<file path="src/logic/isa_pkg.sv">
package isa_pkg;

    // RV32I major opcodes handled by this core
    typedef enum logic [6:0] {
        LOAD   = 7'b0000011,
        OP_IMM = 7'b0010011,
        STORE  = 7'b0100011,
        OP     = 7'b0110011,
        LUI    = 7'b0110111
    } opcode_e;

    typedef enum logic [2:0] {
        ADD,
        SUB,
        AND,
        OR,
        XOR,
        PASS_B  // Operand B straight through, used by LUI
    } alu_op_e;

    localparam logic [2:0] F3_ADD_SUB = 3'b000;
    localparam logic [2:0] F3_WORD    = 3'b010;  // LW and SW
    localparam logic [2:0] F3_XOR     = 3'b100;
    localparam logic [2:0] F3_OR      = 3'b110;
    localparam logic [2:0] F3_AND     = 3'b111;

    localparam logic [6:0] F7_BASE = 7'b0000000;
    localparam logic [6:0] F7_SUB  = 7'b0100000;

    typedef struct packed {
        logic [6:0] funct7;
        logic [4:0] rs2;
        logic [4:0] rs1;
        logic [2:0] funct3;
        logic [4:0] rd;
        logic [6:0] opcode;
    } instr_r_t;

    typedef struct packed {
        logic [11:0] imm;
        logic [4:0]  rs1;
        logic [2:0]  funct3;
        logic [4:0]  rd;
        logic [6:0]  opcode;
    } instr_i_t;

    typedef struct packed {
        logic [6:0] imm_hi;
        logic [4:0] rs2;
        logic [4:0] rs1;
        logic [2:0] funct3;
        logic [4:0] imm_lo;
        logic [6:0] opcode;
    } instr_s_t;

    typedef struct packed {
        logic [19:0] imm;
        logic [4:0]  rd;
        logic [6:0]  opcode;
    } instr_u_t;

    // Same fetched word, viewed per format
    typedef union packed {
        instr_r_t r;
        instr_i_t i;
        instr_s_t s;
        instr_u_t u;
    } instr_u;

    // ADDI x0, x0, 0
    localparam logic [31:0] nop_instr = {12'd0, 5'd0, F3_ADD_SUB, 5'd0, OP_IMM};

endpackage

</file>
<file path="src/logic/pipe_pkg.sv">
package pipe_pkg;

    // Upper three address bits pick the target
    typedef enum logic [2:0] {
        RAM  = 3'b000,
        GPIO = 3'b001,
        PWM  = 3'b010
    } dest_e;

    function automatic dest_e addr_dest(logic [31:0] addr);
        return dest_e'(addr[31:29]);
    endfunction

    typedef struct packed {
        logic        valid;
        logic [31:0] pc;
        logic [31:0] instr;
    } if_id_t;

    typedef struct packed {
        logic                 valid;
        logic [31:0]          rs1_value;
        logic [31:0]          rs2_value;
        logic [31:0]          imm;
        isa_pkg::alu_op_e     alu_op;
        logic                 alu_src_imm;  // Operand B from immediate
        logic                 mem_read;
        logic                 mem_write;
        logic                 reg_write;
        logic [4:0]           rd;
    } id_ex_t;

    typedef struct packed {
        logic        valid;
        logic [31:0] result;
        logic [31:0] store_data;
        logic        mem_read;
        logic        mem_write;
        logic        reg_write;
        logic [4:0]  rd;
    } ex_mem_t;

    // Register bank write request
    typedef struct packed {
        logic        reg_write;
        logic [4:0]  rd;
        logic [31:0] data;
    } wb_t;

    typedef struct packed {
        logic [31:0] addr;
        logic [31:0] wdata;
        logic        we;
    } bus_t;

endpackage

</file>
<file path="src/logic/cpu_decode.sv">
`timescale 1ns/10ps

module cpu_decode (
    input  logic             clock,
    input  logic             rst_n,
    input  logic             enable,
    input  pipe_pkg::if_id_t if_id,
    output logic [4:0]       rs1_addr,
    output logic [4:0]       rs2_addr,
    input  logic [31:0]      rs1_value,
    input  logic [31:0]      rs2_value,
    output pipe_pkg::id_ex_t id_ex
);

    isa_pkg::instr_u  ins;
    pipe_pkg::id_ex_t nxt;
    logic [31:0]      imm_i;
    logic [31:0]      imm_s;
    logic [31:0]      imm_u;

    assign ins = if_id.instr;

    // Field positions of rs1/rs2 are shared by R, I and S formats
    assign rs1_addr = ins.r.rs1;
    assign rs2_addr = ins.r.rs2;

    assign imm_i = {{20{ins.i.imm[11]}}, ins.i.imm};
    assign imm_s = {{20{ins.s.imm_hi[6]}}, ins.s.imm_hi, ins.s.imm_lo};
    assign imm_u = {ins.u.imm, 12'd0};

    always_comb begin
        nxt           = '0;  // Unknown opcodes end up as no-ops
        nxt.valid     = if_id.valid;
        nxt.rs1_value = rs1_value;
        nxt.rs2_value = rs2_value;
        nxt.rd        = ins.r.rd;
        nxt.alu_op    = isa_pkg::ADD;
        case (ins.r.opcode)
            isa_pkg::OP: begin
                nxt.reg_write = (ins.r.funct7 == isa_pkg::F7_BASE);
                case (ins.r.funct3)
                    isa_pkg::F3_ADD_SUB: begin
                        if (ins.r.funct7 == isa_pkg::F7_SUB) begin
                            nxt.alu_op    = isa_pkg::SUB;
                            nxt.reg_write = 1'b1;
                        end
                    end
                    isa_pkg::F3_XOR: nxt.alu_op = isa_pkg::XOR;
                    isa_pkg::F3_OR:  nxt.alu_op = isa_pkg::OR;
                    isa_pkg::F3_AND: nxt.alu_op = isa_pkg::AND;
                    default:         nxt.reg_write = 1'b0;  // Shifts and compares
                endcase
            end
            isa_pkg::OP_IMM: begin
                nxt.imm         = imm_i;
                nxt.alu_src_imm = 1'b1;
                nxt.reg_write   = (ins.i.funct3 == isa_pkg::F3_ADD_SUB);  // ADDI only
            end
            isa_pkg::LOAD: begin
                nxt.imm         = imm_i;
                nxt.alu_src_imm = 1'b1;
                nxt.mem_read    = (ins.i.funct3 == isa_pkg::F3_WORD);
                nxt.reg_write   = (ins.i.funct3 == isa_pkg::F3_WORD);
            end
            isa_pkg::STORE: begin
                nxt.imm         = imm_s;
                nxt.alu_src_imm = 1'b1;
                nxt.mem_write   = (ins.s.funct3 == isa_pkg::F3_WORD);
            end
            isa_pkg::LUI: begin
                nxt.imm         = imm_u;
                nxt.alu_src_imm = 1'b1;
                nxt.alu_op      = isa_pkg::PASS_B;
                nxt.reg_write   = 1'b1;
            end
            default: ;
        endcase
    end

    always_ff @(posedge clock or negedge rst_n) begin
        if (!rst_n) begin
            id_ex <= '0;
        end else if (enable) begin
            id_ex <= nxt;
        end
    end

endmodule

</file>
<file path="config.mk">
export PLATFORM = sky130hd
export DESIGN_NAME = cpu_decode
export DESIGN_NICKNAME = d
export VERILOG_FILES = /design/src/logic/isa_pkg.sv /design/src/logic/pipe_pkg.sv /design/src/logic/cpu_decode.sv
export SDC_FILE = /design/constraint.sdc
export NUM_CORES = 1
export LEC_CHECK = 0
export ABC_CLOCK_PERIOD_IN_PS = 800
export BUFFER_PORTS_ARGS = -buffer_cell sky130_fd_sc_hd__buf_2
export CAP_MARGIN = 20
export CORE_MARGIN = 2
export CORE_UTILIZATION = 40
export DETAILED_ROUTE_END_ITERATION = 10
export HOLD_SLACK_MARGIN = 0.02
export PLACE_DENSITY = 0.73
export SLEW_MARGIN = 10
export SYNTH_ARGS = -nofsm -noshare
export SYNTH_HDL_FRONTEND = slang
export SYNTH_SLANG_ARGS = --single-unit
</file>
<file path="constraint.sdc">
create_clock -name clock -period 0.8 [get_ports clock]
set_clock_uncertainty 0.1 [all_clocks]
set_input_delay 0 -clock clock [delete_from_list [all_inputs] [get_ports clock]]
set_output_delay 0 -clock clock [all_outputs]
set_load 0.005 [all_outputs]
</file>
Word-level counts from Yosys, hierarchy flattened
Cells that the tools add are included.
- equality and inequality tests: 10
- muxes and demuxes: 10
- reduce and logical (&&, ||, !) cells: 5
- operator list (kind ; number):
    case mux 32 bit (3 select lines) ; 1
    == test 7 x 6 -> 1 bit, second input constant ; 4
    case mux 3 bit (4 select lines) ; 1
    == test 3 bit, second input constant ; 3
    == test 7 x 2 -> 1 bit, second input constant ; 1
    == test 7 x 5 -> 1 bit, second input constant ; 1
    zero test 7 bit ; 1
    case mux 3 bit (2 select lines) ; 1
    2-to-1 mux 1 bit ; 5
    case mux 1 bit (4 select lines) ; 1
    OR reduction 4 bit ; 1
    == test 3 x 2 -> 1 bit, second input constant ; 1
    zero test 3 bit ; 1
    OR reduction 3 bit ; 1
    case mux 1 bit (2 select lines) ; 1
    OR reduction 2 bit ; 1
- output and inout bits: 119
- bits of input ports: 132
- word-level logic and storage cells: 35
- flip-flop bits (word level): 109

Logic depth before layout (Yosys ltp)
Gate-level depths: netlist (run 1).
- word-level depth: 4
- gate-level depth with buffers: 6
- mapped depth without buffers: 4

Worst setup path after synthesis (run 1)
Ideal clock, no wire load.
- kind: input to register
- from: in enable
- to: reg id_ex[48] in the netlist's numbering
- setup time: 125 ps
- data required time: 575 ps
- stages on the path: 4
- path buffers: 3
- arrival time: 1021 ps
- setup slack: -445 ps
- cell sequence: clkbuf_1 > clkbuf_1 > buf_2 > mux2_2
- RTL lines (element ; line ; RTL):
    from (decl) ; cpu_decode.sv:6 ; input logic enable,
    to (signal assigned) ; cpu_decode.sv:84 ; id_ex <= nxt;
    to (decl) ; cpu_decode.sv:12 ; output pipe_pkg::id_ex_t id_ex
No word-level cell between the ends.

Worst setup path after layout (run 1)
- from: reg id_ex[10] in the netlist's numbering
- to: out id_ex[10] in the netlist's numbering
No word-level cell between the ends.

==> results of run 1 <==
==> routing by layer <==
layer / part of all wire (%) / routed length [um]
met1: 38 / 5420
met2: 52 / 7440
met3: 5.6 / 807
met4: 4.5 / 638
met5: 0 / 0
==> final cells by class <==
class	count	area (sq um)	area share [%]
Inverter	34	128	1.64
Clock inverter	2	10.0	0.129
Multi-Input combinational cell	178	1830	23.5
Sequential cell	109	2730	35.0
Timing Repair Buffer	368	2670	34.2
Tap cell	140	175	2.25
Clock buffer	13	250	3.21
==> worst reg2reg max path: stages (launching register included) <==
cell	delay, ps
dfrtp_1	390
buf_4	140
mux2_4	260
==> per-stage QoR <==
stage	TNS [ps]	hold WS (ps)	worst slack [ps]	utilization (%)	instances
after floorplan	-13120	-396	-398	-	352
after global placement	-26950	-98.5	-560	57.5	734
after detailed placement	-28260	-85.7	-596	57.5	734
after CTS	-25890	-217	-287	68.9	838
after global routing	-30480	-177	-310	70.9	844
final	-24350	-174	-276	70.9	844
==> path summary, 6_finish.rpt <==
path                                    to  slack (ps)       start  cells after the start
worst max-delay path             id_ex[10]        -280   id_ex[10]                      2
worst min-delay path              id_ex[0]        -170    if_id[7]                      2
min in group asynchronous        id_ex[39]         100       rst_n                      3
max in group asynchronous        id_ex[65]         180       rst_n                      3
worst min register to register  id_ex[107]         410  id_ex[107]                      1
worst max register to register   id_ex[63]        -200   id_ex[63]                      2
==> kinds of logic (layout without fill, tap and decap cells) <==
group / Yosys count / count (layout) / synth area share, %
flip-flops: 109 / 109 / 59.9
multiplexers: 78 / 78 / 19.3
buffers and inverters: 66 / 417 / 6.46
AO/OA/AOI/OAI: 63 / 63 / 9.79
AND/OR/NAND/NOR: 35 / 36 / 4.34
XOR/XNOR: 1 / 1 / 0.193
==> cell usage after synthesis <==
cell type,count,area (sq um)
a2111oi_4,1,27.5
a21boi_0,19,143
a21oi_1,4,20.0
a22oi_1,5,37.5
a31oi_1,2,12.5
and2_1,1,6.26
and3_1,1,6.26
and4b_1,1,10.0
and4bb_2,1,12.5
buf_1,2,7.51
buf_2,7,35.0
buf_4,10,75.1
clkbuf_1,13,48.8
dfrtp_1,109,2730
inv_1,34,128
mux2_2,77,867
mux2i_1,1,10.0
nand2_1,9,33.8
nand2b_1,1,6.26
nand3_1,1,5.00
nand4b_1,2,17.5
nand4bb_1,1,11.3
nor2_1,10,37.5
nor2b_1,1,6.26
nor3_1,2,10.0
nor4_1,1,6.26
nor4b_1,1,8.76
o2111ai_1,1,8.76
o211ai_1,1,7.51
o21ai_0,7,35.0
o22ai_1,22,138
o41ai_2,1,16.3
or3b_1,1,8.76
or4_4,1,11.3
xnor2_1,1,8.76
==> power by group <==
| group | internal (mW) | switching (mW) |
|---|---|---|
| clock | 2.17 | 1.86 |
| combinational | 1.47 | 0.887 |
| sequential | 5.88 | 0.216 |
==> repair_timing <==
item | in CTS | in global routing
resized for setup | 28 | 42
pin swaps | 7 | 10
cloned | 0 | 1
hold endpoints to repair | 213 | 27
setup buffers | 11 | 7
endpoints found under the setup margin | 209 | 216
hold buffers | 78 | 4
==> out/qor.yml, run 1 <==
global_routing:
  use_met1_pct: 26.4
  antenna_found_initial: 0
  grt-busiest-layer: "met2"
  grt_use_met3_pct: 4.65
  grt_overflow: 0
  first_global_vias: 4533
  grt_pass1_wl_um: 22600
  gr-usage-all-layers_pct: 22.9
  grt_use_met2_pct: 39.6
  grt_max_degree: 65
sta:
  tightest_slew_ps: 348
  worst_slack_ps: -276
  rsz0062_at_grt: "true"
  fin_crit_sh_pct: 134
  hold_viol: 20
  slew_headroom_pct: 76.8
  finalHoldWorstSlack_ps: -174
  finalSetupViolations: 211
  max_freq_mhz: 930
  post-route-min-period_ps: 1080
  drv_slew: 0
yosys:
  yosysUniqueCellTypes: 35
  yosysSeqAreaShare_pct: 59.9
  ys_warn_count: 0
  avgSynthCellArea_sq_um: 12.9
  postSynthCellCount: 352
  netlist_area_sq_mm: 0.00455
  synth_seq_cells: 109
  syn_nets: 484
floorplan:
  die_y_um: 111
  die_area_sq_mm: 0.0122
  fp-row-count: 38
  die_w_um: 111
  boundaryPins: 251
  initial_core_util_pct: 41.4
  core_area_sq_mm: 0.0110
setup_path:
  critPathCaptureType: "output port"
  slowest_delay_ps: 410
  crit_arrival_ps: 980
  critPathSlowestCell: "dfrtp_1"
  path_delay_family: "flip-flops"
  worstPathRequired_ps: 700
  crit_fanout: 2
  cp-start-kind: "flop"
  crit_chain: "buf_6, buf_6"
  critPathKind: "reg2out"
  cp_num_buf_inv: 2
  cpMostUsedCell: "buf_6"
drt:
  vias: 4176
  post-route-drc-count: 0
  drt_iter0_drc: 139
  drt-total-wl_um: 14300
  viasPerCell: 4.95
  drt_first_pass_iters: 5
  wl_per_cell_um: 17.0
  postRouteAntennaNets: 0
clock_tree:
  clockRootBuffer: "clkbuf_16"
  clkTransAtPathRegs_ps: 60
  cts_buffer_depth: 2
  insertion_delay_ps: 340
  cts_made_buffers: 9
  clkSinkCount: 109
  cts_tree: "done"
  htreeDepth: 3
outcome:
  status: "complete, but fails checks"
  violations: "negative hold slack, negative setup slack"
final_layout:
  final_nets: 832
  design_area_sq_mm: 0.00779
  diodes: 0
  area_delta_synth_final_pct: 71.1
  nFillCells: 737
  reg.largest.list: "id_ex: 109 flops"
  largest-register: "id_ex"
  largest_reg_flops: 109
  layout-drive-gt1-share_pct: 59.1
  layout_commonest_cell: "buf_2"
  final_cell_mix: "buf_2, dfrtp_1, dlygate4sd3_1"
placement:
  placed_cell_area_sq_mm: 0.00631
  dp_hpwl_um: 9200
  port_buffers: 218
  gp_congestion: 0.862
hold_path:
  hp-class: "in2reg"
pwr:
  ir_drop_v: 0.00137
  p_total_mw: 12.5
  p_leak_nw: 3.90
  p_per_area_mw_per_mm2: 1600
flow_run:
  max_cap_violations: 0
(Power assumes the default switching activity.)
==> run 2: changes to the inputs <==
Settings changed: PLACE_DENSITY 0.73 to not set, PLACE_DENSITY_LB_ADDON set to 0.15.
==> run 2 against run 1 <==
The run still ends with negative hold slack, negative setup slack left; via count shrank 4.2%; total power grew 3.4%; global-route usage shrank 0.41 points; final cell count shrank 0.36%; hold slack lost 45 ps; register-to-register slack is essentially flat; non-clock buffer count shrank 4; final area shrank 0.98%; clock power grew 12%; routed wire length shrank 6.1%; core utilization shrank 0.69 points; die area is the same; largest cell class unchanged.
==> out/qor.yml, run 2 (synthesized netlist as in run 1, its figures left out) <==
sta:
  max_freq_mhz: 940
  worst_slack_ps: -264
  fin_crit_sh_pct: 133
  tightest_slew_ps: 299
  finalHoldWorstSlack_ps: -219
  drv_slew: 0
  finalSetupViolations: 216
  post-route-min-period_ps: 1060
  rsz0062_at_grt: "true"
  hold_viol: 26
  slew_headroom_pct: 80.0
floorplan:
  die_w_um: 111
  boundaryPins: 251
  core_area_sq_mm: 0.0110
  die_area_sq_mm: 0.0122
  die_y_um: 111
  fp-row-count: 38
  initial_core_util_pct: 41.4
drt:
  met3_length_um: 764
  route.layer.met1.wl_um: 5560
  top_layer: "met4"
  postRouteAntennaNets: 0
  met2WireLength_um: 6860
  wl_per_cell_um: 16.0
  post-route-drc-count: 0
  drt-total-wl_um: 13400
  viasPerCell: 4.76
  drt_first_pass_iters: 4
  vias: 4002
  drt_iter0_drc: 150
final_layout:
  seq_area_sq_mm: 0.00273
  layout-drive-gt1-share_pct: 57.9
  reg.largest.list: "id_ex: 109 flops"
  final_nets: 828
  area_delta_synth_final_pct: 69.5
  multi_input_area_sq_mm: 0.00179
  final_cell_mix: "buf_2, dfrtp_1, dlygate4sd3_1"
  nFillCells: 786
  diodes: 0
  largest-register: "id_ex"
  layout_commonest_cell: "buf_2"
  largest_reg_flops: 109
setup_path:
  crit_fanout: 2
  critPathKind: "reg2out"
  rrSetupSlack_ps: -210
  critPathCaptureType: "output port"
  worstPathRequired_ps: 700
  reg2reg_depth: 2
  crit_arrival_ps: 960
  cp-start-kind: "flop"
global_routing:
  first_global_vias: 4354
  antenna_found_initial: 0
  gr-usage-all-layers_pct: 22.5
  grt_pass1_wl_um: 22400
  grt_max_degree: 30
  grt_overflow: 0
placement:
  port_buffers: 218
  dpl_worst_slack_ps: -586
  gp_congestion: 0.830
  dp_hpwl_um: 8970
pwr:
  p_per_area_mw_per_mm2: 1670
  ir_drop_v: 0.00134
  p_leak_nw: 3.87
  p_total_mw: 12.9
clock_tree:
  cts_tree: "done"
  htreeDepth: 3
  clkTransAtPathRegs_ps: 70
  insertion_delay_ps: 340
  clkSinkCount: 109
  cts_made_buffers: 9
  clockRootBuffer: "clkbuf_16"
  cts_buffer_depth: 2
outcome:
  status: "complete, but fails checks"
  violations: "negative hold slack, negative setup slack"
hold_path:
  hp-class: "in2reg"
  min_path_cells: 3
flow_run:
  max_cap_violations: 0
-- run 2: changes by cell type in the layout (fill, tap and decap cells not counted), moves of 2 or more --
cell,delta
nor2_1,-2
clkbuf_1,-2
buf_6,-12
buf_2,+3
o22ai_2,-7
buf_4,+3
nor3_2,+2
nor2_2,+2
o22ai_1,+7
-- run 2: final timing paths --
kind | startpoint | to
worst min register to register | id_ex[106] | id_ex[106]
worst max-delay path | id_ex[78] | id_ex[78]
worst min-delay path | if_id[28] | id_ex[20]
max in group asynchronous | rst_n | id_ex[28]
worst max register to register | id_ex[62] | id_ex[62]
min in group asynchronous | rst_n | id_ex[52]
-- run 2: power breakdown --
part	leakage, nW	switching [mW]	total (mW)	internal [mW]
logic	2.37	0.867	2.30	1.44
clock network	0.147	2.00	4.53	2.53
registers	1.36	0.195	6.07	5.88
-- run 2: through the flow --
step                      hold slack, ps  cell area, sq um  TNS (ps)  util (%)  instances
after floorplan                     -396              4860    -13120         -        352
after global placement              -191              6270    -28970      57.1        728
after detailed placement            -190              6270    -30920      57.1        728
after CTS                           -229              7600    -26230      69.2        837
after global routing                -222              7710    -31460      70.2        841
final                               -219              7710    -24550      70.2        841
-- run 2: metal layers --
metal / vias up / global-route usage [%]
met2: 151 / 39.8
met4: 0 / 7.75
met5: - / 0
li1: 1903 / -
met1: 1927 / 27.3
met3: 21 / 4.59
-- run 2: area by class of cell --
cell class                      instances  area share (%)
Tap cell                              140            2.27
Clock inverter                          5           0.763
Timing Repair Buffer                  364            33.6
Inverter                               34            1.66
Clock buffer                           11            3.15
Sequential cell                       109            35.4
Multi-Input combinational cell        178            23.2
-- run 2: critical path: stages, from the launching register on --
cell,delay [ps]
dfrtp_1,400
buf_6,130
buf_6,100
-- run 2: what timing repair did --
action	in CTS	in global routing
hold buffers	80	2
gates resized for setup	27	24
pin swaps	11	11
gates cloned	1	0
buffers inserted	12	6
hold endpoints to repair	213	38
setup endpoints to repair	209	216
==> run 3: changes to the inputs <==
Settings changed: PLACE_DENSITY set to 0.83, PLACE_DENSITY_LB_ADDON 0.15 to not set.
==> run 3 against run 2 <==
The flow still finishes with violations (negative hold slack, negative setup slack); register-to-register slack gained 120 ps; fmax shrank 0.60%; critical endpoint is now id_ex[13]; final cell count shrank 0.12%; die area is the same; hold slack gained 6.3 ps; clock-buffer cell count is the same; worst setup slack lost 6.5 ps; combinational power shrank 2%; total power shrank 3.7%; via count grew 2.5%; clock power shrank 9.7%.
==> out/qor.yml, run 3 (synthesized netlist as in run 1, its figures left out) <==
final_layout:
  final_nets: 827
  largest_reg_flops: 109
  fin_util_pct: 69.9
  area_delta_synth_final_pct: 68.7
  reg.largest.list: "id_ex: 109 flops"
  layout-drive-gt1-share_pct: 58.6
  diodes: 0
  largest-register: "id_ex"
  final_cell_mix: "buf_2, dfrtp_1, dlygate4sd3_1"
  nFillCells: 756
  layout_commonest_cell: "buf_2"
  multi_input_area_sq_mm: 0.00178
  seq_area_sq_mm: 0.00273
hold_path:
  worst_hold_path.endpoint: "id_ex[20]"
  hold_start: "if_id[28]"
  min_path_cells: 3
  hp-class: "in2reg"
global_routing:
  gr-usage-all-layers_pct: 23.0
  antenna_found_initial: 0
  grt_max_degree: 60
  grt-busiest-layer: "met2"
  first_global_vias: 4484
  grt_use_met2_pct: 40.0
  grt_overflow: 0
  use_met1_pct: 26.5
  grt_use_met3_pct: 5.52
  grt_pass1_wl_um: 22500
placement:
  dp_hpwl_um: 9240
  port_buffers: 218
  dpl_worst_slack_ps: -579
  gp_congestion: 0.860
floorplan:
  core_area_sq_mm: 0.0110
  die_y_um: 111
  initial_core_util_pct: 41.4
  die_area_sq_mm: 0.0122
  fp-row-count: 38
  boundaryPins: 251
  die_w_um: 111
setup_path:
  critPathCaptureType: "output port"
  cp_num_buf_inv: 2
  cpMostUsedCell: "buf_6"
  critPathKind: "reg2out"
  r2r-start: "id_ex[52]"
  reg2reg_depth: 1
  path_delay_family: "flip-flops"
  cp.depth: 2
  r2r_end: "id_ex[52]"
  worstPathRequired_ps: 700
  slowest_delay_ps: 400
  crit_fanout: 2
  crit_chain: "buf_6, buf_6"
  crit_arrival_ps: 970
  cp-start-kind: "flop"
  critPathSlowestCell: "dfrtp_1"
  rrSetupSlack_ps: -90
clock_tree:
  insertion_delay_ps: 340
  cts_buffer_depth: 2
  clockRootBuffer: "clkbuf_16"
  clkTransAtPathRegs_ps: 70
  cts_made_buffers: 9
  htreeDepth: 3
  clkSinkCount: 109
  cts.hold.buffers_added: 79
  cts_tree: "done"
pwr:
  ir_drop_v: 0.00109
  p_per_area_mw_per_mm2: 1620
  p_leak_nw: 3.84
  p_total_mw: 12.4
drt:
  wl_per_cell_um: 16.7
  post-route-drc-count: 0
  drt-total-wl_um: 14000
  vias: 4102
  drt_first_pass_iters: 4
  viasPerCell: 4.88
  postRouteAntennaNets: 0
  drt_iter0_drc: 209
sta:
  worst_slack_ps: -270
  drv_slew: 0
  post-route-min-period_ps: 1070
  fin_crit_sh_pct: 134
  finalHoldWorstSlack_ps: -213
  rsz0062_at_grt: "true"
  tightest_slew_ps: 324
  max_freq_mhz: 934
  finalSetupViolations: 215
  slew_headroom_pct: 78.3
  hold_viol: 23
outcome:
  violations: "negative hold slack, negative setup slack"
  status: "complete, but fails checks"
flow_run:
  max_cap_violations: 0
-- run 3: worst max-delay path by stage --
stage	from	endpoint	slack, ps
6_report	id_ex[13]	id_ex[13]	-270
5_1_grt	id_ex[12]	id_ex[12]	-310
4_1_cts	id_ex[105]	id_ex[105]	-280
3_5_place_dp	if_id[25]	id_ex[9]	-580
3_3_place_gp	if_id[25]	id_ex[9]	-540
2_1_floorplan	if_id[25]	id_ex[9]	-400
-- run 3: through the flow --
stage / area [sq um] / instances / setup TNS, ps / hold slack, ps
2_1_floorplan: 4860 / 352 / -13120 / -396
3_3_place_gp: 6340 / 734 / -23500 / -86.0
3_5_place_dp: 6340 / 734 / -25990 / -86.6
4_1_cts: 7600 / 839 / -26600 / -231
5_1_grt: 7680 / 840 / -31240 / -189
6_report: 7680 / 840 / -24810 / -213
-- run 3: repair_timing --
action,4_1_cts,5_1_grt
endpoints found under the hold margin,213,27
pin swaps,8,9
resized for setup,26,24
cloned,1,0
endpoints found under the setup margin,208,217
buffers inserted,10,7
-- run 3: report_power, final --
| group | switching (mW) | total (mW) | internal [mW] | leakage, nW |
|---|---|---|---|---|
| Sequential | 0.208 | 6.09 | 5.88 | 1.36 |
| Clock | 1.97 | 4.09 | 2.12 | 0.126 |
| Combinational | 0.862 | 2.25 | 1.39 | 2.36 |
-- run 3: area by class of cell --
cell class                 instances  area share [%]
inverter                          34            1.70
multi-input combinational        177            23.2
sequential                       109            35.5
clock inverter                     5           0.489
timing repair buffer             364            33.8
clock buffer                      11            3.03
tap                              140            2.28
-- run 3: layer usage --
layer | wire length [um] | part of all wire (%) | vias to the layer above
met1 | 5420 | 39 | 1969
met5 | 0 | 0 | -
met3 | 889 | 6.4 | 44
met2 | 7150 | 51 | 190
li1 | - | - | 1899
met4 | 532 | 3.8 | 0
