$ cat src/logic/isa_pkg.sv
package isa_pkg;

    // RV32I major opcodes handled by this core
    typedef enum logic [6:0] {
        LOAD   = 7'b0000011,
        OP_IMM = 7'b0010011,
        STORE  = 7'b0100011,
        OP     = 7'b0110011,
        LUI    = 7'b0110111
    } opcode_e;

    typedef enum logic [2:0] {
        ADD,
        SUB,
        AND,
        OR,
        XOR,
        PASS_B  // Operand B straight through, used by LUI
    } alu_op_e;

    localparam logic [2:0] F3_ADD_SUB = 3'b000;
    localparam logic [2:0] F3_WORD    = 3'b010;  // LW and SW
    localparam logic [2:0] F3_XOR     = 3'b100;
    localparam logic [2:0] F3_OR      = 3'b110;
    localparam logic [2:0] F3_AND     = 3'b111;

    localparam logic [6:0] F7_BASE = 7'b0000000;
    localparam logic [6:0] F7_SUB  = 7'b0100000;

    typedef struct packed {
        logic [6:0] funct7;
        logic [4:0] rs2;
        logic [4:0] rs1;
        logic [2:0] funct3;
        logic [4:0] rd;
        logic [6:0] opcode;
    } instr_r_t;

    typedef struct packed {
        logic [11:0] imm;
        logic [4:0]  rs1;
        logic [2:0]  funct3;
        logic [4:0]  rd;
        logic [6:0]  opcode;
    } instr_i_t;

    typedef struct packed {
        logic [6:0] imm_hi;
        logic [4:0] rs2;
        logic [4:0] rs1;
        logic [2:0] funct3;
        logic [4:0] imm_lo;
        logic [6:0] opcode;
    } instr_s_t;

    typedef struct packed {
        logic [19:0] imm;
        logic [4:0]  rd;
        logic [6:0]  opcode;
    } instr_u_t;

    // Same fetched word, viewed per format
    typedef union packed {
        instr_r_t r;
        instr_i_t i;
        instr_s_t s;
        instr_u_t u;
    } instr_u;

    // ADDI x0, x0, 0
    localparam logic [31:0] nop_instr = {12'd0, 5'd0, F3_ADD_SUB, 5'd0, OP_IMM};

endpackage

$ cat src/logic/pipe_pkg.sv
package pipe_pkg;

    // Upper three address bits pick the target
    typedef enum logic [2:0] {
        RAM  = 3'b000,
        GPIO = 3'b001,
        PWM  = 3'b010
    } dest_e;

    function automatic dest_e addr_dest(logic [31:0] addr);
        return dest_e'(addr[31:29]);
    endfunction

    typedef struct packed {
        logic        valid;
        logic [31:0] pc;
        logic [31:0] instr;
    } if_id_t;

    typedef struct packed {
        logic                 valid;
        logic [31:0]          rs1_value;
        logic [31:0]          rs2_value;
        logic [31:0]          imm;
        isa_pkg::alu_op_e     alu_op;
        logic                 alu_src_imm;  // Operand B from immediate
        logic                 mem_read;
        logic                 mem_write;
        logic                 reg_write;
        logic [4:0]           rd;
    } id_ex_t;

    typedef struct packed {
        logic        valid;
        logic [31:0] result;
        logic [31:0] store_data;
        logic        mem_read;
        logic        mem_write;
        logic        reg_write;
        logic [4:0]  rd;
    } ex_mem_t;

    // Register bank write request
    typedef struct packed {
        logic        reg_write;
        logic [4:0]  rd;
        logic [31:0] data;
    } wb_t;

    typedef struct packed {
        logic [31:0] addr;
        logic [31:0] wdata;
        logic        we;
    } bus_t;

endpackage

$ cat src/logic/peripheral_manager.sv
`timescale 1ns/10ps

module peripheral_manager #(
    parameter int PWM_BITS = 8
) (
    input  logic           clock,
    input  logic           rst_n,
    input  logic           enable,
    input  pipe_pkg::bus_t bus,
    output logic [31:0]    gpio,
    output logic           pwm_out
);

    pipe_pkg::dest_e     dest;
    logic [PWM_BITS-1:0] duty;
    logic [PWM_BITS-1:0] counter;

    assign dest = pipe_pkg::addr_dest(bus.addr);

    always_ff @(posedge clock or negedge rst_n) begin
        if (!rst_n) begin
            gpio <= '0;
            duty <= '0;
        end else if (enable && bus.we) begin
            if (dest == pipe_pkg::GPIO) gpio <= bus.wdata;
            if (dest == pipe_pkg::PWM) duty <= bus.wdata[PWM_BITS-1:0];  // Low bits only
        end
    end

    // Free-running, wraps every 2^PWM_BITS cycles
    always_ff @(posedge clock or negedge rst_n) begin
        if (!rst_n) begin
            counter <= '0;
        end else if (enable) begin
            counter <= counter + 1'b1;
        end
    end

    // High for exactly duty counts per period
    assign pwm_out = (counter < duty);

endmodule

$ cat config.mk
export PLATFORM = sky130hd
export DESIGN_NAME = peripheral_manager
export DESIGN_NICKNAME = d
export VERILOG_FILES = /design/src/logic/isa_pkg.sv /design/src/logic/pipe_pkg.sv /design/src/logic/peripheral_manager.sv
export SDC_FILE = /design/constraint.sdc
export NUM_CORES = 1
export LEC_CHECK = 0
export ABC_AREA = 1
export BUFFER_PORTS_ARGS = -buffer_cell sky130_fd_sc_hd__clkbuf_2
export CORE_MARGIN = 1.5
export CORE_UTILIZATION = 48
export DETAILED_ROUTE_END_ITERATION = 10
export MAX_ROUTING_LAYER = met4
export PLACE_DENSITY = 0.78
export SLEW_MARGIN = 15
export SYNTH_ARGS = -nofsm -noshare
export SYNTH_HDL_FRONTEND = slang
export SYNTH_SLANG_ARGS = --single-unit
$ cat constraint.sdc
create_clock -name clock -period 1.5 [get_ports clock]
set_clock_uncertainty 0.1 [all_clocks]
set_input_delay 0.3 -clock clock [delete_from_list [all_inputs] [get_ports clock]]
set_output_delay 0.3 -clock clock [all_outputs]
set_load 0.1 [all_outputs]
==> Yosys cells after proc, flatten, opt, wreduce, memory -nomap -nowiden <==
Cells that the tools add are included.
Widths: inputs -> output; s select.
{ "op_classes": {"n_div": 0, "bitwise": 0, "n_reduce_logical": 3, "n_addsub": 1, "multipliers": 0, "muxes": 0, "eq_ne": 2, "shifts": 0, "magnitude_cmp": 1} }
{ "ops": {"columns": ["operator", "n"], "rows": [
  ["$add 8x1->8 const B", 1],
  ["$lt 8x8->1", 1],
  ["$reduce_and 2->1", 2],
  ["$eq 3x1->1 const B", 1],
  ["$eq 3x2->1 const B", 1],
  ["$logic_and 1x1->1", 1]
]} }
{ "totals": {"memories": 0, "register_bits": 48, "word_cells": 10, "out_inout_bits": 33, "inputBits": 68, "ramBits": 0, "rom_bits": 0, "latch_bits": 0} }

==> Logic depth before layout (Yosys ltp) <==
Gate-level depths: netlist (run 1).
{ "depth": {"depth_word": 2, "depth_mapped": 7, "mapped_depth_nobuf": 7} }

==> Worst setup path after synthesis (run 1) <==
Ideal clock, no wire load.
{ "synth_path": {"path_type": "flip-flop to output port", "startpoint": "register counter[5]", "endpoint": "output port pwm_out", "path_stages_with_launch": 5, "t_required_ns": 1.100, "n_path_buf": 0, "slack_ns": -1.244, "arrival_time_ns": 2.344, "cell_sequence": "dfrtp_1 ha_1 a21oi_1 o21ai_0 a21oi_1"} }
{ "synth_via": {"elab_chain_len": 1} }
{ "synth_lines": {"columns": ["item", "line_no", "source"], "rows": [
  ["start: declaration", "peripheral_manager.sv:16", "logic [PWM_BITS-1:0] counter;"],
  ["start signal: assignment", "peripheral_manager.sv:35", "counter <= counter + 1'b1;"],
  ["$lt 8x8->1", "peripheral_manager.sv:40", "assign pwm_out = (counter < duty);"],
  ["end: declaration", "peripheral_manager.sv:11", "output logic pwm_out"]
]} }
Every way passes these cells.

==> Worst setup path after layout (run 1) <==
{ "layout_path": {"startpoint": "register duty[1]", "endpoint": "output port pwm_out"} }
{ "layout_via": {"elab_chain_len": 1} }
{ "layout_lines": {"columns": ["item", "line_no", "source"], "rows": [
  ["start: declaration", "peripheral_manager.sv:15", "logic [PWM_BITS-1:0] duty;"],
  ["start signal: assignment", "peripheral_manager.sv:26", "if (dest == pipe_pkg::PWM) duty <= bus.wdata[PWM_BITS-1:0];"],
  ["$lt 8x8->1", "peripheral_manager.sv:40", null]
]} }
Every way passes these cells.

==> impl_summary.md, run 1 <==
Floorplanning
The area enclosed by the die boundary is approximately 5400 um^2. The area of the core is roughly 4800 um^2. The I/O pin total is 101. In this run the vertical extent of the chip is 73.8 um. The total number of placement rows is 25. The width of the die is between 70 and 80 um. The starting density of the core is 50.3%.

Synthesis
The number of different library cells used by synthesis comes to 22. Each instance of the synthesized netlist takes up on average between 10 and 15 um^2. During synthesis, Yosys emitted a total of 0 warnings. The post-synthesis instance area is 2410 um^2. The share of synthesized flip-flops with an asynchronous set or reset is 100%. Sorting the synthesized cells by area gives the leading types as sky130_fd_sc_hd__dfrtp_1 (50%), sky130_fd_sc_hd__o21ai_2 (15%), sky130_fd_sc_hd__inv_1 (7.5%), sky130_fd_sc_hd__nand2_2 (7.3%), sky130_fd_sc_hd__nand2_1 (5.6%). The cell accounting for the most synthesized area is sky130_fd_sc_hd__dfrtp_1. The most used flip-flop cell after synthesis is sky130_fd_sc_hd__dfrtp_1.

The synthesized design contains 0 enable-type register cells. The share of synthesized area in the top cell type comes to between 40% and 50%. Counting every instance in the synthesized netlist gives 240.

Sequential elements use 49.9% of the synthesized area. The net count after synthesis is 316. The flip-flop and latch count after synthesis is 48.

Job
The max-cap check violation count is 0.

Timing
Setup slack on the critical path of the routed design comes to -495 ps. The final number of setup-violating endpoints is 1. The ratio of final minimum period to clock period is 133%. The transition at the pin with the smallest max-transition slack is 405 ps.

The highest clock frequency the design can meet is 501 MHz. The setup TNS is -495 ps. Counting I/O delays and the setup requirement, the final critical path takes 2000 ps. The final hold violation count is 0. Measured against its own limit, the worst slew margin works out to between 70% and 80%.

The count of final max-slew check failures is 0. Setup repair after global routing could not meet its margin everywhere.

Critical path
The largest individual stage delay along the critical path comes from the cell sky130_fd_sc_hd__dfrtp_1. The kind of cell with the highest combined delay along the critical path is flip-flops. The signal on the critical path passes through inv_2 -> ha_4 -> nand2_2 -> nand2_2 -> nand2_2 -> nand2_2 -> a21oi_4 -> buf_12. The worst register-to-register path has a depth of 5. The critical path is of the reg2out type. The most numerous cell type found on the critical path is sky130_fd_sc_hd__nand2_2. The worst setup path is launched from a flop. The top fanout value on the critical path is 2. The critical path arrival is 1600 ps. The critical path runs through a total of 8 cells. The buffers plus inverters on the worst setup path is 2. The endpoint kind of the worst setup timing path is an output pin. The stage delay of the slowest cell on the critical path is 410 ps. The required time at the worst-slack endpoint is between 1000 and 1500 ps.

Status
The checks that failed: negative setup slack. The flow ran to the end, but the final reports show violations.

Routing
For this run, design rule violations remaining after detail routing come to 0. The count of nets left with antenna violations once routing finished came out at 0. Dividing the detail-routed via count by the number of cells gives 4.62. The routed length per instance is 12.1 um. The final wirelength is 4.76 mm. The first detailed-routing pass ran for 4 iterations. The routed layout has about 1,800 vias. The first routing iteration left 72 violations.

Pwr
The share of total power in combinational logic is 59.1%. In this run the power density over the cells is 1830 nW/um^2. In this run, flip-flops and latches consume between 20% and 30% of the power. The clock network is responsible for 11.5% of the overall power. The switching portion of total power is between 40% and 50%. The maximum ir drop on the vdd rail is ~0.001 V. The cell-internal power is between 3 and 4 mW. The power spent charging and discharging nets is between 3 and 4 mW.

The analysis attributes to cell leakage a power of approximately 1.8 nW. The overall power consumption is 6.56 mW.

Placement
The total of buffers placed on input and output ports is 71. The post-DP HPWL is ~3.5 mm. Routability-driven placement finished with a final weighted congestion of 0.767.

Global routing
The all-layer global routing usage is 20.1%. The maximum number of pins on one net before global-route repair is 65. The initial antenna violation count is 0. Global routing finished with a remaining overflow of 0. The number of global-route vias before repair is 1,890. The first global-routing pass estimated 8.04 mm of wire.

CTS
CTS built an H-tree with a depth of 2. The tree is rooted in a sky130_fd_sc_hd__clkbuf_8. The clock latency on the worst-skew pair is roughly 300 ps. Buffers inserted during clock tree synthesis total 5.

The sink count of the clock tree is 48. The clock passes through at most 2 buffers. The TritonCTS clock tree is done. After clock tree synthesis, the clock-pin slew on the worst setup and hold paths is 90 ps.

Finish
The most common library cell in the layout ignoring fill and taps is sky130_fd_sc_hd__dfrtp_1. The utilization of the core after routing is 74.8%. The number of nets in the layout is 402.

In the layout the commonest cells are sky130_fd_sc_hd__dfrtp_1 (48), sky130_fd_sc_hd__inv_1 (44), sky130_fd_sc_hd__o21ai_2 (41). The fraction of layout cells with a size suffix above 1 is 56.6%. The final antenna diode count is 0. Relative to the synthesized area, the layout overhead comes to 48.6%.

Hold path
The number of cells on the worst hold path is 3. The worst hold path belongs to the class in2reg.
metal layers:
layer  global-route usage (%)  vias to the layer above  routed length (um)
met1                     22.5                      869                1970
li1                         -                      903                   -
met3                     5.76                        6                 178
met2                     35.0                       44                2560
met5                        -                        -                   0
met4                     5.35                        0                  58
tightest hold or removal path: cells and delay by family:
family                 cells  cell delay [ps]
buffers and inverters      2              130
AO/OA/AOI/OAI              1               50
power by group through the flow:
stage	registers [mW]	logic, mW	clock network [mW]
after floorplan	3.14	1.02	0
after global placement	1.91	3.58	0
after detailed placement	1.93	3.67	0
after CTS	1.91	3.75	0.782
after global routing	1.97	4.09	0.839
final	1.93	3.88	0.755
Yosys cell counts (2+ instances only):
cell type                 number
sky130_fd_sc_hd__a21oi_1       4
sky130_fd_sc_hd__buf_6         8
sky130_fd_sc_hd__dfrtp_1      48
sky130_fd_sc_hd__ha_1          8
sky130_fd_sc_hd__inv_1        48
sky130_fd_sc_hd__nand2_1      36
sky130_fd_sc_hd__nand2_2      28
sky130_fd_sc_hd__nand3_1       2
sky130_fd_sc_hd__nor2_1        3
sky130_fd_sc_hd__o21ai_2      40
sky130_fd_sc_hd__xor2_1        4
registers in the layout, summed over array words and instances (netlist names):
name	flops
gpio	32
counter	8
duty	8
final timing paths:
kind / from / to / slack (ps)
worst min register to register: duty[6] / duty[6] / 390
worst max-delay path: duty[1] / pwm_out / -500
worst min-delay path: bus[25] / gpio[24] / 120
min in group asynchronous: rst_n / gpio[11] / 350
max in group asynchronous: rst_n / counter[7] / 440
worst max register to register: counter[1] / counter[6] / 210
cells by family after synthesis:
group           after synthesis  synth area share [%]
flops                        48                  49.9
buf+inv                      56                  11.2
simple gates                 78                  17.3
xor+xnor                      5                  1.82
fa+ha+maj                     8                  4.16
compound gates               45                  15.6
final cells by class:
| class | count | area, um^2 |
|---|---|---|
| inverter | 48 | 180 |
| fill | 315 | 1210 |
| tap | 67 | 83.8 |
| clock buffer | 7 | 76.3 |
| timing repair buffer | 87 | 998 |
| multi-input combinational | 136 | 1030 |
| clock inverter | 1 | 8.76 |
| sequential | 48 | 1200 |
stage by stage:
stage          std cells  hold slack [ps]  instance area, um^2  setup WS (ps)
2_1_floorplan        240            -95.6                 2420           -376
3_3_place_gp         383              130                 3390           -165
3_5_place_dp         383              131                 3390           -199
4_1_cts              392              109                 3500           -556
5_1_grt              394             95.7                 3580           -553
6_report             394              116                 3580           -495
repair_timing:
action	4_1_cts	5_1_grt
endpoints found under the setup margin	1	1
pin swaps	4	7
buffers inserted	0	2
endpoints found under the hold margin	13	0
resized for setup	5	13
hold buffers	1	0
Power figures use the tool's default switching activity.
==> inputs of run 2 (changes only) <==
--- a/config.mk
+++ b/config.mk
@@ -8,10 +8,11 @@
 export ABC_AREA = 1
 export BUFFER_PORTS_ARGS = -buffer_cell sky130_fd_sc_hd__clkbuf_2
 export CORE_MARGIN = 1.5
-export CORE_UTILIZATION = 48
+export CORE_UTILIZATION = 51
 export DETAILED_ROUTE_END_ITERATION = 10
+export HOLD_SLACK_MARGIN = 0.08
 export MAX_ROUTING_LAYER = met4
-export PLACE_DENSITY = 0.78
+export PLACE_DENSITY = 0.82
 export SLEW_MARGIN = 15
 export SYNTH_ARGS = -nofsm -noshare
 export SYNTH_HDL_FRONTEND = slang
==> constraint.sdc (replaced) <==
create_clock -name clock -period 2.5 [get_ports clock]
set_clock_uncertainty 0.1 [all_clocks]
set_input_delay 0.5 -clock clock [delete_from_list [all_inputs] [get_ports clock]]
set_output_delay 0.5 -clock clock [all_outputs]
set_load 0.01 [all_outputs]
==> impl_summary.md, run 2 (synthesis gave the netlist of run 1 again) <==
Finish
After the last flow step, the layout net total stands at around 390. The multi-input combinational cells in the finished layout cover a total of 936 um^2. The layout has 374 filler cells.

The final antenna diode count is 0. The number of flip-flops in the largest register is 32. The total area of sequential cells is about 1200 um^2. In the final layout, the registers with the most flip-flops are gpio x32, counter x8, duty x8.

The most flop-heavy register is gpio. In the layout the commonest cells are sky130_fd_sc_hd__clkbuf_2 (71), sky130_fd_sc_hd__inv_1 (48), sky130_fd_sc_hd__dfrtp_1 (48). The library cell used most frequently in the layout, excluding fill and tap cells, is sky130_fd_sc_hd__clkbuf_2.

Relative to the synthesized area, the layout overhead comes to 20.2%. The fraction of layout cells with a size suffix above 1 is about half.

CTS
Clock tree synthesis selected as its root buffer the cell sky130_fd_sc_hd__clkbuf_8. At the later pin of the worst-skew pair, clock insertion delay measures 300 ps. The H-tree was split into 2 levels. The number of setup buffers added after CTS is 0. The cts-stage hold buffer count is 0.

The TritonCTS clock tree is done. The number of instances resized during post-cts repair is 0. The register clock-pin slew on the reported worst setup and hold paths is 90 ps. The clock tree buffer depth is 2. The sink count of the clock tree is 48.

Clock tree synthesis inserted a total of 5 buffers.

Floorplanning
The floorplan has 24 rows. The die covers 5140 um^2. The I/O pin total is 101. The die extent in y is just over 70 um. The floorplan step defined a core boundary enclosing 4440 um^2. The width of the die is between 70 and 80 um. The starting density of the core is a little over half.

Pwr
Summed over all cells, the static leakage comes to approximately 1.6 nW. The design draws 2.42 mW. Dividing total power by cell area gives a power density of around 840 nW/um^2. IR analysis of the VDD net gives a maximum drop of between 0.0004 and 0.0005 V.

Critical path
The largest single stage delay on the critical path is 430 ps. STA classifies the critical path endpoint as an output pin. STA classifies the critical path startpoint as a flop. In this run the worst path has a maximum fanout of 4. Traced cell by cell, the critical path runs through ha_1 -> a21oi_1 -> o21ai_0 -> a21oi_1 -> clkbuf_2. The highest-delay cell along the critical path is sky130_fd_sc_hd__dfrtp_1. Data on the critical path arrives at its endpoint at 1540 ps. The setup path with the least slack is of type reg2out. The worst reg2reg path depth is 4. The worst register-to-register path begins at counter[1]. Across all register-to-register paths, the minimum setup slack is between 1000 and 1500 ps.

The reg-to-reg endpoint is counter[6]. The required time at the worst-slack endpoint is 1900 ps. The most numerous cell type found on the critical path is sky130_fd_sc_hd__a21oi_1.

Global routing
The remaining global-route overflow is 0. The initial antenna violation count came to 0. The first global-routing pass estimated 7.44 mm of wire. The maximum number of pins on one net before global-route repair is 49. The number of global-route vias before repair is 1,713. Global routing consumed, over all layers together, 19.2% of the routing resources.

Routing
The number of routed nets with antenna violations is 0. Dividing the detail-routed wire length by the instance count gives ~12 um. For this run, the detailed router's first-pass iteration total came to 6. The total via count after detailed routing is 1,724. The number of design-rule violations left by the first detailed-router iteration is 88. The number of design rule violations left after detail routing is 0. Dividing the detail-routed via count by the number of cells gives 4.71.

The final wirelength is 4.22 mm.

Placement
The total of buffers placed on input and output ports is 71. The post-DP HPWL is between 3 and 4 mm. The weighted congestion at the end of routability-driven global placement is around 0.77.

Timing
The final critical path takes up a little under nine tenths of the cycle. The transition at the pin with the smallest max-transition slack is 591 ps. Setup violations remaining at the end of the flow were counted as 0. The relative slew slack is approximately three fifths.

The count of final max-slew check failures came to 0. Timing would allow up to 467 MHz. The final hold violation count is 0.

Setup repair after global routing left no endpoint under its margin. The setup TNS is 0 ps. Subtracting the final worst setup slack from the clock period gives 2140 ps.

Hold path
The worst min-delay path category is in2async.

Job
The max-cap check violation count is 0.

Status
The flow ran to the end, and the final reports show no timing, DRC or antenna violations.
==> run 2: cell count changes in the layout (fill, tap and decap cells not counted), sizes merged <==
| cell | change |
|---|---|
| buf | -45 |
| bufinv | +1 |
| clkbuf | +32 |
| dlygate4sd3 | -1 |
==> run 2: how the worst max path moves through the flow <==
| stage | from | endpoint | slack (ps) | cells past startpoint |
|---|---|---|---|---|
| floorplan | counter[3] | pwm_out | 820 | 4 |
| finish | counter[5] | pwm_out | 360 | 5 |
| global placement | enable | gpio[11] | 630 | 7 |
| global route | counter[7] | pwm_out | 200 | 5 |
| detailed placement | enable | gpio[12] | 580 | 7 |
| CTS | counter[5] | pwm_out | 350 | 5 |
==> run 2: power by group <==
part | total (mW) | switching [mW] | internal [mW] | leakage [nW]
combinational | 0.754 | 0.410 | 0.344 | 0.964
sequential | 1.12 | 0.152 | 0.965 | 0.605
clock | 0.546 | 0.249 | 0.297 | 0.0552
==> run 2: cell type report <==
class | instances | share of cell area [%]
inverter | 48 | 6.23
multi-input combinational | 136 | 32.4
tap | 52 | 2.25
clock inverter | 2 | 1.21
sequential | 48 | 41.5
clock buffer | 6 | 2.51
timing repair buffer | 74 | 13.9
==> run 2: metrics by stage <==
step           setup WS, ps  utilization, %  hold slack, ps  cells  instance area (um^2)
2_1_floorplan           819               -             104    240                  2410
6_report                358            65.1             177    366                  2890
4_1_cts                 352            65.1             208    366                  2890
3_3_place_gp            628            62.7             366    358                  2790
3_5_place_dp            583            62.7             369    358                  2790
5_1_grt                 200            65.1             235    366                  2890
==> run 2: critical path: cells and delay by family (launching register included) <==
family                     cells  cell delay (ps)
buffers and inverters          1              150
adders and majority gates      1              320
DFF                            1              430
AOI/OAI and AO/OA              3              340
==> run 2: per-layer routing <==
metal / global-route usage (%) / part of all wire [%]
met3: 3.38 / 4.0
met2: 32.1 / 50
met5: - / 0
met4: 8.81 / 2.1
met1: 22.7 / 44
==> inputs of run 3 (changes only) <==
--- a/config.mk
+++ b/config.mk
@@ -5,14 +5,13 @@
 export SDC_FILE = /design/constraint.sdc
 export NUM_CORES = 1
 export LEC_CHECK = 0
-export ABC_AREA = 1
 export BUFFER_PORTS_ARGS = -buffer_cell sky130_fd_sc_hd__clkbuf_2
 export CORE_MARGIN = 1.5
-export CORE_UTILIZATION = 51
+export CORE_UTILIZATION = 49
 export DETAILED_ROUTE_END_ITERATION = 10
 export HOLD_SLACK_MARGIN = 0.08
 export MAX_ROUTING_LAYER = met4
-export PLACE_DENSITY = 0.82
+export PLACE_DENSITY = 0.83
 export SLEW_MARGIN = 15
 export SYNTH_ARGS = -nofsm -noshare
 export SYNTH_HDL_FRONTEND = slang
==> impl_summary.md, run 3 <==
Global routing
The number of global-route vias before repair is 1,353. The initial antenna violation count is 0. Global routing finished with a remaining overflow of 0.

Entering global routing, the biggest net connects 26 pins. The wire length of the first global-routing pass is a little under 6 mm. The all-layer global routing usage is a little under a fifth.

Synthesis
The count of synthesis-stage warnings from yosys is 0. The cell accounting for the most synthesized area is sky130_fd_sc_hd__dfrtp_1. The cell count after synthesis came out at 139. After synthesis the netlist holds a flip-flop and latch count of 48. The number of enable-type register cells in the synthesized netlist is 0. The dominant register cell in the synthesized netlist is sky130_fd_sc_hd__dfrtp_1. The library cell with the highest instance count after synthesis is sky130_fd_sc_hd__dfrtp_1. After synthesis, the netlist uses 20 different library cells. The net count after synthesis is 215. The average instance in the mapped netlist occupies between 10 and 15 um^2.

The post-synthesis instance area is 2050 um^2. By count the netlist is led by sky130_fd_sc_hd__dfrtp_1 (48), sky130_fd_sc_hd__mux2_2 (41), sky130_fd_sc_hd__ha_1 (8). The portion of the post-synthesis area used by sequential elements is 58.5%. In the post-synthesis netlist, the biggest area contributors are sky130_fd_sc_hd__dfrtp_1 (58%), sky130_fd_sc_hd__mux2_2 (22%), sky130_fd_sc_hd__ha_1 (4.9%), sky130_fd_sc_hd__nor3b_4 (1.8%), sky130_fd_sc_hd__xnor2_1 (1.7%). Summed over its instances, the top area cell type makes up 58.5% of the synthesized netlist area. The share of synthesized flip-flops with an asynchronous set or reset is 100%.

Timing
The transition at the pin with the smallest max-transition slack is 630 ps. The final critical-path setup slack is 267 ps. The final hold violation count is 0. The final critical-path required period is 2230 ps. The setup TNS is 0 ps.

After layout, the worst path uses between 80% and 90% of the clock period. Headroom to the max-slew limit came out at between 50 and 60%. Derived from the worst setup path, the maximum achievable clock frequency is about 450 MHz. Setup repair after global routing left no endpoint under its margin. On the final layout, the worst hold slack is 100 ps. Setup violations remaining at the end of the flow were counted as 0. The count of final max-slew check failures is 0.

CTS
The post-CTS setup buffer count is 0. The cts-stage hold buffer count is 0. After clock tree synthesis, the clock-pin slew on the worst setup and hold paths is 90 ps.

No sink is reached through more buffers than the 2 on the longest clock path. The number of instances resized during post-cts repair is 0. The clock tree root buffer cell is sky130_fd_sc_hd__clkbuf_8. The clock net in this run drives a total of 48 sinks.

The TritonCTS clock tree is done. The clock latency on the worst-skew pair is around 300 ps. The H-tree was split into 2 levels. Buffers inserted during clock tree synthesis total 5.

Placement
In this run the tool buffered the top-level ports with 71 buffer cells. Before CTS, the worst setup slack after placement is 584 ps. Routability-driven placement finished with a final weighted congestion of around 0.8. Summing all placed instances gives a cell area of between 2000 and 2500 um^2. The post-DP HPWL is 2.83 mm.

Critical path
The worst setup path is launched from a flop. The critical path class is reg2out. The most critical setup path has its startpoint at counter[4]. At the worst endpoint, the required time is 1900 ps. The reg-to-reg startpoint is counter[0]. STA classifies the critical path endpoint as an output pin.

For the worst setup path, the data arrival time is 1630 ps. Of all nets on the critical path, the largest fanout is 4.

Floorplanning
Measured along the x axis, the die boundary spans 67.8 um. The die extent in y is a little under 70 um. The floorplan has 23 rows. The initial utilization of the core area, before any placement, comes to about half. The area of the core is 4030 um^2.

The die covers roughly 4600 um^2. Pin placement for this block handled between 100 and 150 I/O pins.

Finish
The number of nets in the layout is ~290. The repair_antennas step left the layout with diodes totalling 0. The cell area after layout is ~2600 um^2. In the final layout, the registers with the most flip-flops are gpio x32, counter x8, duty x8. The area overhead of the layout relative to synthesis is 25.2%. The number of flip-flops in the largest register is 32. Leaving out fill and tap cells, the most frequent cell in the layout is sky130_fd_sc_hd__clkbuf_2. The top cell types in the final layout, fill and taps aside, are sky130_fd_sc_hd__clkbuf_2 (71), sky130_fd_sc_hd__dfrtp_1 (48), sky130_fd_sc_hd__mux2_2 (41). In the final layout, the share of cells above drive strength 1 is roughly 58%. Ranked by flip-flop count, first place goes to gpio.

Pwr
The power spent charging and discharging nets is 0.704 mW. The share of total power in combinational logic is between 20% and 30%. The portion of total power attributed to the clock network is 21.1%. The cell-internal power is 1.55 mW. The maximum ir drop on the vdd rail is about 0.00053 V. The power share of the sequential group is around half.

Summed over all cells, the static leakage comes to roughly 1.3 nW. The power density of the placed cells is 876 nW/um^2. Net switching is roughly 31% of the power.

Hold path
The path class of the tightest hold or removal check is in2async.

Routing
The number of design-rule violations left by the first detailed-router iteration is 68. The routed length per instance is 13.8 um. The mean number of vias per cell is 5.10. Before antenna repair, the detailed router went through 6 iterations.

The final wirelength is 3.70 mm. The total via count after detailed routing is 1,361. The number of routed nets with antenna violations is 0.

After detailed routing, the number of remaining DRC violations is 0.

Job
The max-cap check violation count is 0.

Status
The run finished with clean final reports.
[run 3: cell types whose count changed after synthesis, sizes merged, moves of 3 or more]
cell   before  now
o21ai      41    1
mux2        0   41
nor2        5    2
xnor2       1    4
nand2      65    5
buf         8    4
inv        48    7
[run 3: path summary, 6_finish.rpt]
kind / end / slack, ps / cells after the start
worst max-delay path: pwm_out / 270 / 5
min in group clock: gpio[12] / 330 / 2
worst min register to register: counter[7] / 380 / 1
worst max register to register: counter[1] / 1300 / 2
worst min-delay path: gpio[2] / 100 / 1
max in group asynchronous: counter[2] / 1650 / 2
[run 3: critical path: stages, from the launching register on]
cell                       delay [ps]
sky130_fd_sc_hd__dfrtp_1          440
sky130_fd_sc_hd__ha_1             310
sky130_fd_sc_hd__a21oi_1          160
sky130_fd_sc_hd__o211ai_1          90
sky130_fd_sc_hd__a21oi_1          170
sky130_fd_sc_hd__clkbuf_2         160
[run 3: stage by stage]
step,util (%),power (mW),std cells
2_1_floorplan,-,1.52,139
3_3_place_gp,61.5,1.76,259
3_5_place_dp,61.5,1.80,259
4_1_cts,63.8,2.28,267
5_1_grt,63.8,2.42,267
6_report,63.8,2.25,267
[run 3: layer usage]
metal / GRT usage (%) / share of wire, % / wire [um]
met4: 5.36 / 0.97 / 36
met5: - / 0 / 0
met1: 23.6 / 44 / 1640
met3: 5.33 / 6.9 / 256
met2: 28.4 / 48 / 1770
[run 3: cell type report]
type                    count  area (um^2)
fillers                   299         1460
flip-flops and latches     48         1200
multi-input cells          80          786
repair buffers             74          403
clock buffers               6         82.6
well taps                  50         62.6
inverters                   7         26.3
clock inverters             2         10.0
[run 3: logic make-up (layout without fill, tap and decap cells)]
kind of cell | count (synthesis) | after routing | share of synthesized area, %
DFF | 48 | 48 | 58.5
AOI/OAI and AO/OA | 6 | 6 | 1.58
muxes | 41 | 41 | 22.5
buffers and inverters | 11 | 89 | 3.29
adders and majority gates | 8 | 8 | 4.87
and+or+nand+nor | 18 | 18 | 6.33
xor gates and xnor gates | 7 | 7 | 2.98
[run 3: power by group through the flow]
stage / Sequential [mW] / Combinational (mW) / Clock [mW]
after floorplan: 1.17 / 0.346 / 0
after global placement: 1.13 / 0.625 / 0
after detailed placement: 1.15 / 0.657 / 0
after CTS: 1.13 / 0.659 / 0.486
after global routing: 1.17 / 0.729 / 0.519
final: 1.13 / 0.645 / 0.475
